### src/common/disp_pkg.sv
`default_nettype none

package disp_pkg;

  // clk_5M cycles each digit stays lit
  localparam int SCAN_DIV = 16;

  // width of the scan divider counter
  localparam int SCAN_CNT_W = $clog2(SCAN_DIV);

  // digits on the board
  localparam int NUM_DIGITS = 8;

  // word offsets inside the display window
  localparam logic [3:0] DISP_ADDR = 4'd0;
  localparam logic [3:0] LED_ADDR  = 4'd1;

  // segments all off, active low
  localparam logic [6:0] SEG_BLANK = 7'b1111111;

  // anode states, value is the active-low anode pattern
  // one bit low per digit, a0 is the rightmost digit
  typedef enum logic [7:0] {
    a0 = 8'b1111_1110,
    a1 = 8'b1111_1101,
    a2 = 8'b1111_1011,
    a3 = 8'b1111_0111,
    a4 = 8'b1110_1111,
    a5 = 8'b1101_1111,
    a6 = 8'b1011_1111,
    a7 = 8'b0111_1111
  } an_state_e;

  // single-cycle write strobe from the memory controller
  // no ack, no back-pressure
  typedef struct packed {
    // write strobe
    logic        wea;
    // word offset
    logic [3:0]  addr;
    // write data
    logic [31:0] din;
  } mmio_wr_t;

endpackage

`default_nettype wire

### src/logic/scan_timer.sv
`timescale 1ns/10ps
`default_nettype none

module scan_timer (
  input  logic clk_5M,
  input  logic reset,
  output logic scan_tick
);

  // free-running divide counter
  logic [disp_pkg::SCAN_CNT_W-1:0] scan_cnt;

  // terminal count of the divider
  logic cnt_last;

  assign cnt_last = (scan_cnt == disp_pkg::SCAN_CNT_W'(disp_pkg::SCAN_DIV - 1));

  // counts 0 .. SCAN_DIV-1 then wraps
  always_ff @(posedge clk_5M) begin
    if (reset) begin
      scan_cnt <= '0;
    end else if (cnt_last) begin
      scan_cnt <= '0;
    end else begin
      scan_cnt <= scan_cnt + 1'b1;
    end
  end

  // one cycle high per wrap
  // first tick in cycle SCAN_DIV-1 after reset, so the
  // anode moves on the SCAN_DIV-th edge
  assign scan_tick = cnt_last;

endmodule

`default_nettype wire

### src/display/digit_scan_fsm.sv
`timescale 1ns/10ps
`default_nettype none

module digit_scan_fsm (
  input  logic                clk_5M,
  input  logic                reset,
  input  logic                scan_tick,
  output disp_pkg::an_state_e an_state,
  output logic                frame_start
);

  // current and next anode state
  disp_pkg::an_state_e an_cur;
  disp_pkg::an_state_e an_nxt;

  // state register
  // steps only on the scan tick
  always_ff @(posedge clk_5M) begin
    if (reset) begin
      an_cur <= disp_pkg::a0;
    end else if (scan_tick) begin
      an_cur <= an_nxt;
    end
  end

  // rotation a0 -> a7 -> a0
  always_comb begin
    case (an_cur)
      disp_pkg::a0: begin
        an_nxt = disp_pkg::a1;
      end
      disp_pkg::a1: begin
        an_nxt = disp_pkg::a2;
      end
      disp_pkg::a2: begin
        an_nxt = disp_pkg::a3;
      end
      disp_pkg::a3: begin
        an_nxt = disp_pkg::a4;
      end
      disp_pkg::a4: begin
        an_nxt = disp_pkg::a5;
      end
      disp_pkg::a5: begin
        an_nxt = disp_pkg::a6;
      end
      disp_pkg::a6: begin
        an_nxt = disp_pkg::a7;
      end
      disp_pkg::a7: begin
        an_nxt = disp_pkg::a0;
      end
      // stray pattern, restart the scan
      default: begin
        an_nxt = disp_pkg::a0;
      end
    endcase
  end

  assign an_state = an_cur;

  // last digit plus tick marks the frame boundary
  // the decoder latches its word on this edge
  assign frame_start = (an_cur == disp_pkg::a7) & scan_tick;

endmodule

`default_nettype wire

### src/display/seg_digit_decode.sv
`timescale 1ns/10ps
`default_nettype none

module seg_digit_decode (
  input  logic                clk_5M,
  input  logic                reset,
  input  disp_pkg::an_state_e an_state,
  input  logic                frame_start,
  input  logic [31:0]         disp_word,
  output logic [6:0]          sev_out
);

  // word held for one whole frame
  logic [31:0] frame_word;

  // nibble of the lit digit
  logic [3:0] nibble;

  // anode pattern matched a digit
  logic digit_hit;

  // new word only at a frame boundary
  // so all eight digits show the same value
  always_ff @(posedge clk_5M) begin
    if (reset) begin
      frame_word <= '0;
    end else if (frame_start) begin
      frame_word <= disp_word;
    end
  end

  // digit k has anode bit k low, shows bits 4k+3:4k
  always_comb begin
    digit_hit = 1'b0;
    nibble    = 4'h0;
    for (int k = 0; k < disp_pkg::NUM_DIGITS; k++) begin
      if (~an_state == (8'b1 << k)) begin
        digit_hit = 1'b1;
        nibble    = frame_word[4*k +: 4];
      end
    end
  end

  // hex to segments, active low, segment a in bit 6
  always_comb begin
    if (!digit_hit) begin
      sev_out = disp_pkg::SEG_BLANK;
    end else begin
      case (nibble)
        4'h0: sev_out = 7'b0000001;
        4'h1: sev_out = 7'b1001111;
        4'h2: sev_out = 7'b0010010;
        4'h3: sev_out = 7'b0000110;
        4'h4: sev_out = 7'b1001100;
        4'h5: sev_out = 7'b0100100;
        4'h6: sev_out = 7'b0100000;
        4'h7: sev_out = 7'b0001111;
        4'h8: sev_out = 7'b0000000;
        4'h9: sev_out = 7'b0000100;
        4'ha: sev_out = 7'b0001000;
        4'hb: sev_out = 7'b1100000;
        4'hc: sev_out = 7'b0110001;
        4'hd: sev_out = 7'b1000010;
        4'he: sev_out = 7'b0110000;
        4'hf: sev_out = 7'b0111000;
        default: sev_out = disp_pkg::SEG_BLANK;
      endcase
    end
  end

endmodule

`default_nettype wire

### src/logic/mmio_display_regs.sv
`timescale 1ns/10ps
`default_nettype none

module mmio_display_regs (
  input  logic              clk_5M,
  input  logic              reset,
  input  disp_pkg::mmio_wr_t mmio_wr,
  input  logic              debug,
  input  logic              prog,
  input  logic [31:0]       debug_word,
  output logic [31:0]       disp_word,
  output logic [15:0]       led
);

  // software-visible registers
  logic [31:0] disp_reg;
  logic [15:0] led_reg;

  // per-register write enables
  logic disp_we;
  logic led_we;

  // core owns the display
  logic core_sel;

  // address decode of the strobe
  // anything outside the two offsets falls through
  always_comb begin
    disp_we = 1'b0;
    led_we  = 1'b0;
    if (mmio_wr.wea) begin
      if (mmio_wr.addr == disp_pkg::DISP_ADDR) begin
        disp_we = 1'b1;
      end
      if (mmio_wr.addr == disp_pkg::LED_ADDR) begin
        led_we = 1'b1;
      end
    end
  end

  // display register
  always_ff @(posedge clk_5M) begin
    if (reset) begin
      disp_reg <= '0;
    end else if (disp_we) begin
      disp_reg <= mmio_wr.din;
    end
  end

  // led register holds the low half of the write data
  always_ff @(posedge clk_5M) begin
    if (reset) begin
      led_reg <= '0;
    end else if (led_we) begin
      led_reg <= mmio_wr.din[15:0];
    end
  end

  // straight out to the board leds
  assign led = led_reg;

  // debug or prog hands the display to the core
  assign core_sel = debug | prog;

  // combinational source select
  // core debug word beats the software word
  always_comb begin
    if (core_sel) begin
      disp_word = debug_word;
    end else begin
      disp_word = disp_reg;
    end
  end

endmodule

`default_nettype wire

### src/logic/disp_top.sv
`timescale 1ns/10ps
`default_nettype none

module disp_top (
  input  logic               clk_5M,
  input  logic               reset,
  input  disp_pkg::mmio_wr_t mmio_wr,
  input  logic               debug,
  input  logic               prog,
  input  logic [31:0]        debug_word,
  output logic [7:0]         an,
  output logic [6:0]         sev_out,
  output logic [15:0]        led
);

  // refresh pacing
  logic scan_tick;

  // last digit of the frame with tick
  logic frame_start;

  // lit digit
  disp_pkg::an_state_e an_state;

  // word after source select
  logic [31:0] disp_word;

  // digit refresh divider
  scan_timer scan_timer0 (
    .clk_5M    (clk_5M),
    .reset     (reset),
    .scan_tick (scan_tick)
  );

  // anode rotation
  digit_scan_fsm digit_scan_fsm0 (
    .clk_5M      (clk_5M),
    .reset       (reset),
    .scan_tick   (scan_tick),
    .an_state    (an_state),
    .frame_start (frame_start)
  );

  // software registers and debug override
  mmio_display_regs mmio_display_regs0 (
    .clk_5M     (clk_5M),
    .reset      (reset),
    .mmio_wr    (mmio_wr),
    .debug      (debug),
    .prog       (prog),
    .debug_word (debug_word),
    .disp_word  (disp_word),
    .led        (led)
  );

  // frame latch and segment decode
  seg_digit_decode seg_digit_decode0 (
    .clk_5M      (clk_5M),
    .reset       (reset),
    .an_state    (an_state),
    .frame_start (frame_start),
    .disp_word   (disp_word),
    .sev_out     (sev_out)
  );

  // enum value is already the anode pattern
  assign an = 8'(an_state);

endmodule

`default_nettype wire

### config.mk
export PLATFORM = sky130hd
export DESIGN_NAME = disp_top
export DESIGN_NICKNAME = d
export VERILOG_FILES = /design/src/common/disp_pkg.sv /design/src/logic/scan_timer.sv /design/src/display/digit_scan_fsm.sv /design/src/display/seg_digit_decode.sv /design/src/logic/mmio_display_regs.sv /design/src/logic/disp_top.sv
export SDC_FILE = /design/constraint.sdc
export NUM_CORES = 1
export LEC_CHECK = 0
export BUFFER_PORTS_ARGS = -buffer_cell sky130_fd_sc_hd__buf_2
export CORE_ASPECT_RATIO = 1.25
export CORE_MARGIN = 2
export CORE_UTILIZATION = 58
export CTS_CLUSTER_DIAMETER = 50
export DETAILED_ROUTE_END_ITERATION = 7
export GPL_TIMING_DRIVEN = 0
export PLACE_DENSITY = 0.95
export SYNTH_ARGS = -nofsm -noshare
export SYNTH_HDL_FRONTEND = slang
export SYNTH_SLANG_ARGS = --single-unit
### constraint.sdc
create_clock -name clk_5M -period 7.2 [get_ports clk_5M]
set_input_delay 0.36 -clock clk_5M [delete_from_list [all_inputs] [get_ports clk_5M]]
set_output_delay 0.36 -clock clk_5M [all_outputs]
set_load 0.01 [all_outputs]
Word-level counts from Yosys, hierarchy flattened
Memories as Yosys holds them, arrays and structs flattened.
Cells that the tools add are included.

operators by class
  reduce and logical (&&, ||, !) cells = 2
  muxes and demuxes = 23
  bitwise gates (word level) = 3
  eq/ne operators = 18
  $add $sub $neg = 1

operators by type and width
  operator             number
  $eq 8x8->1 const B   8
  $pmux 8 s7           1
  $mux 32              1
  $mux 4               8
  $eq 8x7->1 const B   2
  $mux 1               12
  $eq 8x1->1 const B   1
  $eq 8x2->1 const B   1
  $eq 8x3->1 const B   1
  $eq 8x4->1 const B   1
  $eq 8x5->1 const B   1
  $eq 8x6->1 const B   1
  $not 8->8            1
  $mux 7               1
  $add 4x1->4 const B  1
  $eq 4x1->1 const B   1
  $eq 4x4->1 const B   1
  $logic_not 4->1      1
  $reduce_or 2->1      1
  $and 1x1->1          1
  $or 1x1->1           1

storage, ports and cells
  output and inout bits = 31
  memories kept = 1
  register bits = 92
  logic and storage cells = 53
  memory bits (read-only) = 112

memories
  memory           words  width  read ports  clocked after Yosys merged registers in  wr ports  line                    source
  (no name shown)  16     7      1           0                                        0         seg_digit_decode.sv:49  case (nibble)

Logic depth before layout (Yosys ltp)
Gate-level depths: netlist (run 1).
An unclocked memory read counts as a cell.

  depth after elaboration = 12
  depth in mapped cells = 13
  mapped depth without buffers = 12

By module
Synthesis (run 1) repeated with hierarchy kept, for this count alone.

unflattened totals
  cell total of the unflattened synthesis = 506
  area total of the unflattened synthesis = 5013.6 µm²

by module, submodules not included
  module             instances  sequential area each (µm²)  area each (µm²)  cells each
  mmio_display_regs  1          960.9                       2436.1           228
  seg_digit_decode   1          640.6                       1904.3           206
  digit_scan_fsm     1          160.2                       506.7            57
  scan_timer         1          80.1                        166.4            15

Worst setup path before layout (run 1)
Ideal clock, no wire load.

  kind = register -> output
  from = register digit_scan_fsm0.an_cur[2] (netlist: digit_scan_fsm0.an_state[2])
  to = output port sev_out[6]
  stages on the path, launching flop included = 14
  arrival time = 2776 ps
  slack = 4064 ps
  cell sequence = dfxtp_1 buf_2 buf_2 nand4b_1 nor2_1 mux2_2 o21a_1 a211oi_1 o21ai_0 inv_1 ha_1 nor3_1 mux2_2 nor2_1

between the ends
  word-level cells in the longest chain between the ends = 12
  elaborated cells on any way between the ends = 27
  those cells by class = 8 x eq/ne; 17 x mux; 1 x bitwise; 1 x memory

ends and longest elaborated chain
  element                 line                    source
  start, declared         digit_scan_fsm.sv:13    disp_pkg::an_state_e an_cur;
  start signal, assigned  digit_scan_fsm.sv:20    an_cur <= disp_pkg::a0;
  start signal, assigned  digit_scan_fsm.sv:22    an_cur <= an_nxt;
  $not 8->8 *             seg_digit_decode.sv:37  if (~an_state == (8'b1 << k)) begin
  $eq 8x1->1              seg_digit_decode.sv:37
  $mux 4 (8 in a row)     seg_digit_decode.sv:37
  $mem_v2 16x7            --
  $mux 7 *                seg_digit_decode.sv:46  if (!digit_hit) begin
  end, declared           disp_top.sv:12          output logic [6:0] sev_out,

Every way passes the cells marked *; elsewhere a longest branch is shown, timed or not.

Worst setup path in the final report (run 1)
  from = register digit_scan_fsm0.an_cur[0] (netlist: digit_scan_fsm0.an_state[0])
  to = output port sev_out[6]

Same word-level chain as after synthesis.

==> results_dict.tcl, run 1 <==
set metrics [dict create \
    status "complete, no violations" \
    synth_edf_count 0 \
    syn_area_per_cell_um2 8.697 \
    hold_class "primary input to flip-flop" \
    grt_max_degree 18 \
    rsz0062_at_grt "false" \
    rows 35 \
    cts_tree "done" \
    port_buffers 103 \
    dpl_cell_area_mm2 0.005075 \
    dp_hpwl_um 8853 \
    hold_viol_final 0 \
    cp.required_ns 6.84 \
    synth_seq_area_share_pct 41.44 \
    crit_type "flip-flop to primary output" \
    timing.hold.ws_ns 0.2163 \
    drt-total-wl_um 11580 \
    clk_latency_ns 0.37 \
    numCtsBuffers 9 \
    regArea_mm2 0.001842 \
    clockBufferDepth 2 \
    grt-ovfl-total 0 \
    cts.reportedPaths.clkPinSlew_ns 0.10 \
    dpl_worst_slack_ns 3.548 \
    vias 4180 \
    syn_area_mm2 0.004444 \
    yosysTopAreaCell "dfxtp_1" \
    postCtsResizedCells 0 \
    routabilityCongestion 0.9365 \
    die_w_um 82.30 \
    drv_cap 0 \
    clock-sinks 92 \
    worstHoldStart "mmio_wr[19]" \
    ys_ff_latch 92 \
    ys_top_cells_by_area "dfxtp_1, mux2i_1, nand2_1" \
    io_pins 104 \
    syn_inst 511 \
    route.detailed.drc 0 \
    hold_buffers 0 \
    drtPass1Iterations 5 \
    nFillCells 533 \
    post_cts_buffers 0 \
    layout-drive-gt1-share_pct 23.49 \
    initial_core_util_pct 60.05 \
    drv_slew 0 \
    ys_warn_count 0 \
    antenna_found_initial 0 \
    synthToLayoutAreaGrowth_pct 18.33 \
    detail_route.iter0.violations 293 \
    start_kind "flip-flop" \
    synthFlopType "dfxtp_1" \
    cts_root_buf "clkbuf_8" \
    setup_ws_ns 3.114 \
    worstPathArrival_ns 3.73 \
    via_per_inst 5.789 \
    htreeDepth 3 \
    clock.fmax_ghz 0.2447 \
    num_antenna_cells 0 \
    yosysTopAreaCellShare_pct 41.44 \
    post-route-cell-area_mm2 0.005259 \
    fin_cells 722 \
    final.period_utilization_pct 56.75 \
    slew_headroom_pct 44.76 \
    totalPowerFinal_uw 912.2 \
    antenna_left 0 \
    core_area_mm2 0.007401 \
    utilization_pct 71.06 \
    peakVddDrop_uv 158.7 \
    grt_first_pass_wirelength_um 18260 \
    final.min_clock_period_ns 4.086 \
    path_max_fanout 10 \
    r2r-start "digit_scan_fsm0.an_state[4]" \
    worstSetupStartpoint "digit_scan_fsm0.an_state[0]" \
    die-area_mm2 0.008383 \
    leakage_nw 2.202 \
    fp.dieH_um 101.9 \
    end_kind "primary output" \
    placed_cells 706 \
    setup_tns_ns 0 \
    synthDistinctLibCells 56 \
    nNetsFinal 706 \
    grt_usage_pct 28.22 \
    syn_nets 592 \
    setup_viol 0 \
    worst-slew-pin-transition_ns 0.8210 \
    grt_pass1_vias 3992 \
    powerDensity_mw_per_mm2 173.5 \
    avgRoutedWirePerCell_um 16.04 \
    synthArstFlopShare_pct 0 \
    multi_input_comb_area_mm2 0.002407 \
    skew_ns 0.009050 \
]
final cells by class:
type,count,share of cell area (%)
Sequential cell,92,35.02
Multi-Input combinational cell,374,45.78
Clock inverter,6,1.071
Inverter,11,0.7852
Buffer,34,2.926
Timing Repair Buffer,103,9.803
Tap cell,92,2.189
Clock buffer,10,2.427
power by group:
group          leakage, nW  switching (mW)  internal [mW]
Combinational         1.37          0.0339         0.0288
Clock               0.0913           0.200          0.134
Sequential           0.743         0.00305          0.513
Total                 2.20           0.237          0.676
worst max-delay path, cell delays in order (launching register included):
cell and delay [ns]:
dfxtp_1 0.40, clkbuf_1 0.37, nand4b_1 0.17, nor2_1 0.23
mux2_2 0.36, o21a_1 0.19, a211oi_1 0.22, o21ai_0 0.31
inv_1 0.22, ha_1 0.29, nor3_1 0.09, mux2_2 0.27
nor2_1 0.10, buf_2 0.13
cell usage after synthesis, types with 3 or more instances:
| master | count |
|---|---|
| clkbuf_1 | 24 |
| buf_4 | 3 |
| buf_2 | 6 |
| nor3_1 | 9 |
| nand2b_1 | 6 |
| dfxtp_1 | 92 |
| o22ai_1 | 3 |
| a21oi_1 | 44 |
| xnor2_1 | 3 |
| mux2i_1 | 51 |
| nand4b_1 | 4 |
| inv_1 | 11 |
| a211o_1 | 3 |
| nor2_1 | 60 |
| nor4_1 | 4 |
| ha_1 | 8 |
| nand3b_1 | 3 |
| o21ai_0 | 3 |
| nand2_1 | 82 |
| mux2_2 | 3 |
| a211oi_1 | 38 |
routing by layer:
| layer | GRT usage [%] | wire length (um) | vias up |
|---|---|---|---|
| li1 | - | - | 2041 |
| met1 | 33.33 | 4656 | 1933 |
| met2 | 48.08 | 5779 | 172 |
| met3 | 5.035 | 679 | 34 |
| met4 | 15.00 | 463 | 0 |
| met5 | 0 | 0 | - |
cell usage in the layout, fill, tap and decap left out, types with 3 or more instances in the layout:
cell / synthesis / routed
nand2b_1: 6 / 6
xnor2_1: 3 / 3
clkbuf_1: 24 / 25
a211oi_1: 38 / 38
nand3b_1: 3 / 3
mux2i_1: 51 / 51
ha_1: 8 / 8
nand4b_1: 4 / 4
a211o_1: 3 / 3
nor2_1: 60 / 60
a21oi_1: 44 / 44
buf_2: 6 / 109
mux2_2: 3 / 3
nor3_1: 9 / 9
nand2_1: 82 / 82
buf_4: 3 / 3
dfxtp_1: 92 / 92
o21ai_0: 3 / 3
clkbuf_8: 0 / 9
nor4_1: 4 / 4
inv_1: 11 / 11
o22ai_1: 3 / 3
worst paths after layout:
kind / endpoint / slack (ns) / cells past startpoint
max: sev_out[6] / 3.11 / 13
min: mmio_display_regs0.disp_reg[19] / 0.22 / 3
max reg2reg: digit_scan_fsm0.an_state[2] / 4.57 / 8
min reg2reg: mmio_display_regs0.disp_reg[15] / 0.46 / 2
cells by family after synthesis:
group / share of synthesized area (%)
xor+xnor: 0.7884
mux: 12.25
flops: 41.44
fa+ha+maj: 2.252
simple gates: 21.11
compound gates: 17.76
buf+inv: 4.392
(Power assumes the default switching activity.)
==> inputs of run 2 (changes only) <==
Settings changed: CORE_UTILIZATION 58 to 54, PLACE_DENSITY 0.95 to 0.9.
Clock period 7.2 ns to 3.8 ns, I/O delays scaled along.
==> run 2 against run 1 <==
Setup slack worse by 2.9 ns; largest cell class unchanged; clock skew up 0.0017 ns; global-route usage decreased by 2.8 points.
==> results_dict.tcl, run 2 (same netlist as run 1, synthesis figures left out) <==
set metrics [dict create \
    rrSetupSlack_ns 1.15 \
    path_max_fanout 10 \
    setup_tns_ns 0 \
    drtPass1Iterations 5 \
    grt_pass1_vias 4053 \
    die-area_mm2 0.008976 \
    hold_viol_final 0 \
    clock.fmax_ghz 0.2768 \
    cp.required_ns 3.61 \
    layout-drive-gt1-share_pct 25.36 \
    crit_type "flip-flop to primary output" \
    worstHoldStart "mmio_wr[25]" \
    timing.hold.ws_ns 0.04659 \
    drv_slew 0 \
    via_per_inst 5.790 \
    num_antenna_cells 0 \
    most-common-layout-cells "buf_2, dfxtp_1, nand2_1" \
    status "complete, no violations" \
    setup_viol 0 \
    hold_depth 3 \
    avgRoutedWirePerCell_um 15.84 \
    synthToLayoutAreaGrowth_pct 19.82 \
    powerDensity_mw_per_mm2 330.7 \
    final_common_cell "buf_2" \
    cpMostUsedCell "mux2_2" \
    p_clk_share_pct 37.9 \
    antenna_found_initial 0 \
    hold_buffers 0 \
    drv_cap 0 \
    p_int_mw 1.290 \
    detail_route.iter0.violations 271 \
    die_w_um 85.14 \
    hold_class "primary input to flip-flop" \
    cts_root_buf "clkbuf_8" \
    cts.reportedPaths.clkPinSlew_ns 0.10 \
    final.period_utilization_pct 95.09 \
    worstPathArrival_ns 3.42 \
    htreeDepth 3 \
    r2r-end "digit_scan_fsm0.an_state[2]" \
    combinationalPowerShare_pct 6.6 \
    reg2reg_depth 7 \
    placed_cells 711 \
    initial_core_util_pct 54.86 \
    final.min_clock_period_ns 3.613 \
    slowest_delay_ns 0.41 \
    dp_hpwl_um 8791 \
    fp.dieH_um 105.4 \
    grt-ovfl-total 0 \
    swShare_pct 26.77 \
    rows 37 \
    routabilityCongestion 0.8735 \
    clock-sinks 92 \
    io_pins 104 \
    peakVddDrop_uv 269.8 \
    numCtsBuffers 9 \
    slowest_stage "dfxtp_1" \
    hold_end "mmio_display_regs0.disp_reg[25]" \
    leakage_nw 2.218 \
    port_buffers 103 \
    route.detailed.drc 0 \
    grt_usage_pct 25.46 \
    start_kind "flip-flop" \
    core_area_mm2 0.008102 \
    vias 4215 \
    grt_first_pass_wirelength_um 18600 \
    r2r-start "digit_scan_fsm0.an_state[0]" \
    grt_max_degree 20 \
    clk_latency_ns 0.37 \
    nNetsFinal 707 \
    cts_tree "done" \
    cp_cell_sequence "clkbuf_1 > nand4b_1 > nor2_2 > mux2_2 > o21a_1 > a211oi_2 > o21ai_2 > inv_1 > ha_2 > nor3_1 > mux2_2 > nor2_1 > buf_2" \
    p_seq_share_pct 55.5 \
    end_kind "primary output" \
    drt-total-wl_um 11530 \
    antenna_left 0 \
    dpl_cell_area_mm2 0.005081 \
    fin_cells 728 \
    skew_ns 0.01073 \
    rsz0062_at_grt "true" \
    p_switching_uw 471.5 \
    worst-slew-pin-transition_ns 0.8485 \
    slew_headroom_pct 42.91 \
    clockBufferDepth 2 \
    post-route-cell-area_mm2 0.005325 \
]
run 2: cell types whose count changed in the layout (fill, tap and decap cells not counted), moves of 2 or more:
cell and change:
nand2_2 +2, ha_2 +3, clkinv_8 +2, buf_2 -2, dfxtp_2 +2, ha_1 -3, clkbuf_4 +2, nand2_1 -2
dfxtp_1 -2
run 2: critical path: cells and delay by family (launching register included):
kind,cells,cell delay (ns)
AND/OR/NAND/NOR,4,0.59
AO/OA/AOI/OAI,3,0.58
flip-flops,1,0.41
multiplexers,2,0.63
adder cells (fa/ha/maj),1,0.25
buffers and inverters,3,0.62
run 2: layout make-up:
cell class	count	area, um^2
Multi-Input combinational cell	374	2431
Inverter	11	41.29
Tap cell	97	121.4
Clock buffer	9	123.9
Fill cell	613	2776
Clock inverter	7	81.33
Timing Repair Buffer	104	523.0
Sequential cell	92	1844
Buffer	34	158.9
run 2: power groups by stage:
stage          sequential, mW  clock, mW  combinational, mW
3_5_place_dp             1.00          0              0.115
3_3_place_gp             1.00          0              0.113
5_1_grt                 0.979      0.700              0.127
2_1_floorplan            1.00          0             0.0568
6_report                0.978      0.667              0.116
4_1_cts                 0.978      0.665              0.116
run 2: metrics by stage:
step / total power, mW / util, % / worst slack, ns
floorplan: 1.057 / - / 0.8336
global placement: 1.112 / 62.72 / 0.3837
detailed placement: 1.115 / 62.72 / 0.3404
CTS: 1.758 / 65.25 / 0.03013
global route: 1.806 / 65.73 / -0.02073
finish: 1.761 / 65.73 / 0.1867
run 2: how the worst max path moves through the flow:
stage | from | depth (start not counted) | slack (ns) | end
floorplan | digit_scan_fsm0.an_state[2] | 13 | 0.83 | sev_out[6]
global placement | digit_scan_fsm0.an_state[2] | 14 | 0.38 | sev_out[6]
detailed placement | digit_scan_fsm0.an_state[2] | 14 | 0.34 | sev_out[6]
CTS | digit_scan_fsm0.an_state[2] | 14 | 0.03 | sev_out[6]
global route | digit_scan_fsm0.an_state[0] | 13 | -0.02 | sev_out[6]
finish | digit_scan_fsm0.an_state[0] | 13 | 0.19 | sev_out[6]
run 2: timing repair:
action                                  4_1_cts  5_1_grt
gates cloned                                  0        0
endpoints found under the setup margin        2        6
resized for setup                             1       12
buffers inserted                              0        1
pin swaps                                     0        1
run 2: per-layer routing:
metal  GRT usage (%)  vias to the layer above  wire, um
li1                -                     2044         -
met2           45.76                      163      5964
met4           11.22                        0       289
met1           29.13                     1982      4605
met5               0                        -         0
met3           4.307                       26       673
==> inputs of run 3 (changes only) <==
Settings changed: CORE_UTILIZATION 54 to 31, PLACE_DENSITY 0.9 to 0.61, SETUP_SLACK_MARGIN set to 0.4.
==> run 3 against run 2 <==
Combinational power barely moved; sequential power barely moved; critical path type unchanged; worst hold slack improved by 0.034 ns; sequential share of layout area fell by 2.7 points; sequential cell count did not move; register-to-register slack improved by 0.04 ns; critical path depth did not move; utilization fell by 24 points; cell count rose by 13%; clock skew fell by 0.0052 ns; clock power rose by 36%; total power rose by 14%.
==> results_dict.tcl, run 3 (same netlist as run 1, synthesis figures left out) <==
set metrics [dict create \
    clock-sinks 92 \
    htreeDepth 3 \
    grt_first_pass_wirelength_um 19370 \
    fp.dieH_um 137.9 \
    io_pins 104 \
    wl_met1_um 5235 \
    die_w_um 111.1 \
    cp_cell_sequence "buf_6 > nand4_4 > or4b_4 > nand2_2 > a221oi_1 > a21oi_2 > a21oi_4 > inv_2 > ha_4 > nor3_1 > mux2_2 > nor2_1 > buf_2" \
    grt_usage_pct 15.69 \
    vias 4141 \
    cts.reportedPaths.clkPinSlew_ns 0.06 \
    swShare_pct 22.80 \
    antenna_left 0 \
    nNetsFinal 723 \
    die-area_mm2 0.01532 \
    setup_tns_ns 0 \
    core_area_mm2 0.01393 \
    drt-total-wl_um 12480 \
    reg2reg_depth 8 \
    route.met3.wl_um 543 \
    worstPathArrival_ns 3.13 \
    worst-slew-pin-transition_ns 0.8274 \
    drv_slew 0 \
    drtPass1Iterations 5 \
    dr_wl_met2_um 6304 \
    slew_headroom_pct 44.33 \
    rrSetupSlack_ns 1.19 \
    hold_class "primary input to flip-flop" \
    peakVddDrop_uv 197.8 \
    leakage_nw 2.372 \
    via_per_inst 5.038 \
    cp_num_buf_inv 3 \
    timing.hold.ws_ns 0.08079 \
    cts_tree "done" \
    num_antenna_cells 0 \
    synthToLayoutAreaGrowth_pct 30.55 \
    routabilityCongestion 0.9027 \
    hold_end "mmio_display_regs0.disp_reg[25]" \
    detail_route.iter0.violations 161 \
    cp.required_ns 3.61 \
    clk_latency_ns 0.34 \
    setup_viol 0 \
    r2r-end "digit_scan_fsm0.an_state[2]" \
    slowest_stage "or4b_4" \
    clockBufferDepth 2 \
    cts_root_buf "clkbuf_16" \
    dp_hpwl_um 9658 \
    final_common_cell "buf_2" \
    rows 48 \
    worstHoldStart "mmio_wr[25]" \
    combinationalPowerShare_pct 5.9 \
    start_kind "flip-flop" \
    slowest_delay_ns 0.60 \
    port_buffers 103 \
    avgRoutedWirePerCell_um 15.18 \
    hold_depth 3 \
    powerDensity_mw_per_mm2 345.1 \
    hold_buffers 0 \
    grt_pass1_vias 4087 \
    p_seq_share_pct 48.8 \
    multi_input_comb_area_mm2 0.002557 \
    drv_cap 0 \
    topRoutingLayerUsed "met4" \
    path_max_fanout 10 \
    hold_viol_final 0 \
    end_kind "primary output" \
    grt-ovfl-total 0 \
    nFillCells 1423 \
    final.min_clock_period_ns 3.319 \
    p_clk_share_pct 45.3 \
    clock.fmax_ghz 0.3013 \
    route.detailed.drc 0 \
    p_int_mw 1.546 \
    r2r-start "digit_scan_fsm0.an_state[4]" \
    grt_max_degree 18 \
    layout-drive-gt1-share_pct 29.52 \
    skew_ns 0.005520 \
    final.period_utilization_pct 87.34 \
    rsz0062_at_grt "true" \
    antenna_found_initial 0 \
    numCtsBuffers 9 \
    crit_type "flip-flop to primary output" \
    regArea_mm2 0.001852 \
    initial_core_util_pct 31.90 \
    p_switching_uw 456.4 \
    most-common-layout-cells "buf_2, dfxtp_1, nand2_1" \
    status "complete, no violations" \
    crit_family "simple AND/OR/NAND/NOR gates" \
]
[run 3: changes by cell type in the layout (fill, tap and decap cells not counted), sizes merged]
cell    previous run  this run
clkinv             4         2
clkbuf            35        31
buf              112       132
bufinv             0         1
inv               14        15
[run 3: final cells by class]
| cell class | count | share of cell area (%) |
|---|---|---|
| Tap cell | 175 | 3.774 |
| Buffer | 34 | 3.192 |
| Clock inverter | 7 | 1.359 |
| Sequential cell | 92 | 31.92 |
| Inverter | 11 | 0.7117 |
| Multi-Input combinational cell | 374 | 44.08 |
| Clock buffer | 9 | 3.882 |
| Timing Repair Buffer | 120 | 11.08 |
[run 3: timing repair]
action,in CTS,in global routing
endpoints found under the setup margin,7,7
gates resized for setup,22,30
pin swaps,5,8
buffers inserted,8,9
[run 3: stage by stage]
stage	worst slack, ns	util, %	cell area, um^2	cells	power [mW]
2_1_floorplan	0.8336	-	4444	511	1.057
3_3_place_gp	0.2179	37.17	5179	789	1.116
3_5_place_dp	0.2429	37.17	5179	789	1.118
4_1_cts	0.4025	40.30	5615	813	2.023
5_1_grt	0.3445	41.64	5802	822	2.069
6_report	0.4809	41.64	5802	822	2.002
[run 3: worst max path at each step]
stage,startpoint,end,cells after the start
2_1_floorplan,digit_scan_fsm0.an_state[2],sev_out[6],13
4_1_cts,digit_scan_fsm0.an_state[2],sev_out[3],13
3_3_place_gp,digit_scan_fsm0.an_state[2],sev_out[6],14
6_report,digit_scan_fsm0.an_state[6],sev_out[6],13
5_1_grt,digit_scan_fsm0.an_state[1],sev_out[6],13
3_5_place_dp,digit_scan_fsm0.an_state[2],sev_out[6],14
[run 3: tightest hold or removal path, stage by stage]
cell     delay (ns)
buf_2          0.09
nand2_1        0.04
a21oi_1        0.05
[run 3: routing by layer]
| metal | up-vias | global-route usage [%] |
|---|---|---|
| met5 | - | 0 |
| met4 | 0 | 7.819 |
| met3 | 27 | 1.879 |
| met2 | 129 | 29.04 |
| met1 | 1902 | 18.03 |
| li1 | 2083 | - |
[run 3: power by group through the flow]
stage	clock network, mW	logic (mW)	registers [mW]
2_1_floorplan	0	0.0568	1.00
3_3_place_gp	0	0.116	1.00
3_5_place_dp	0	0.118	1.00
4_1_cts	0.926	0.119	0.978
5_1_grt	0.962	0.129	0.978
6_report	0.907	0.117	0.977
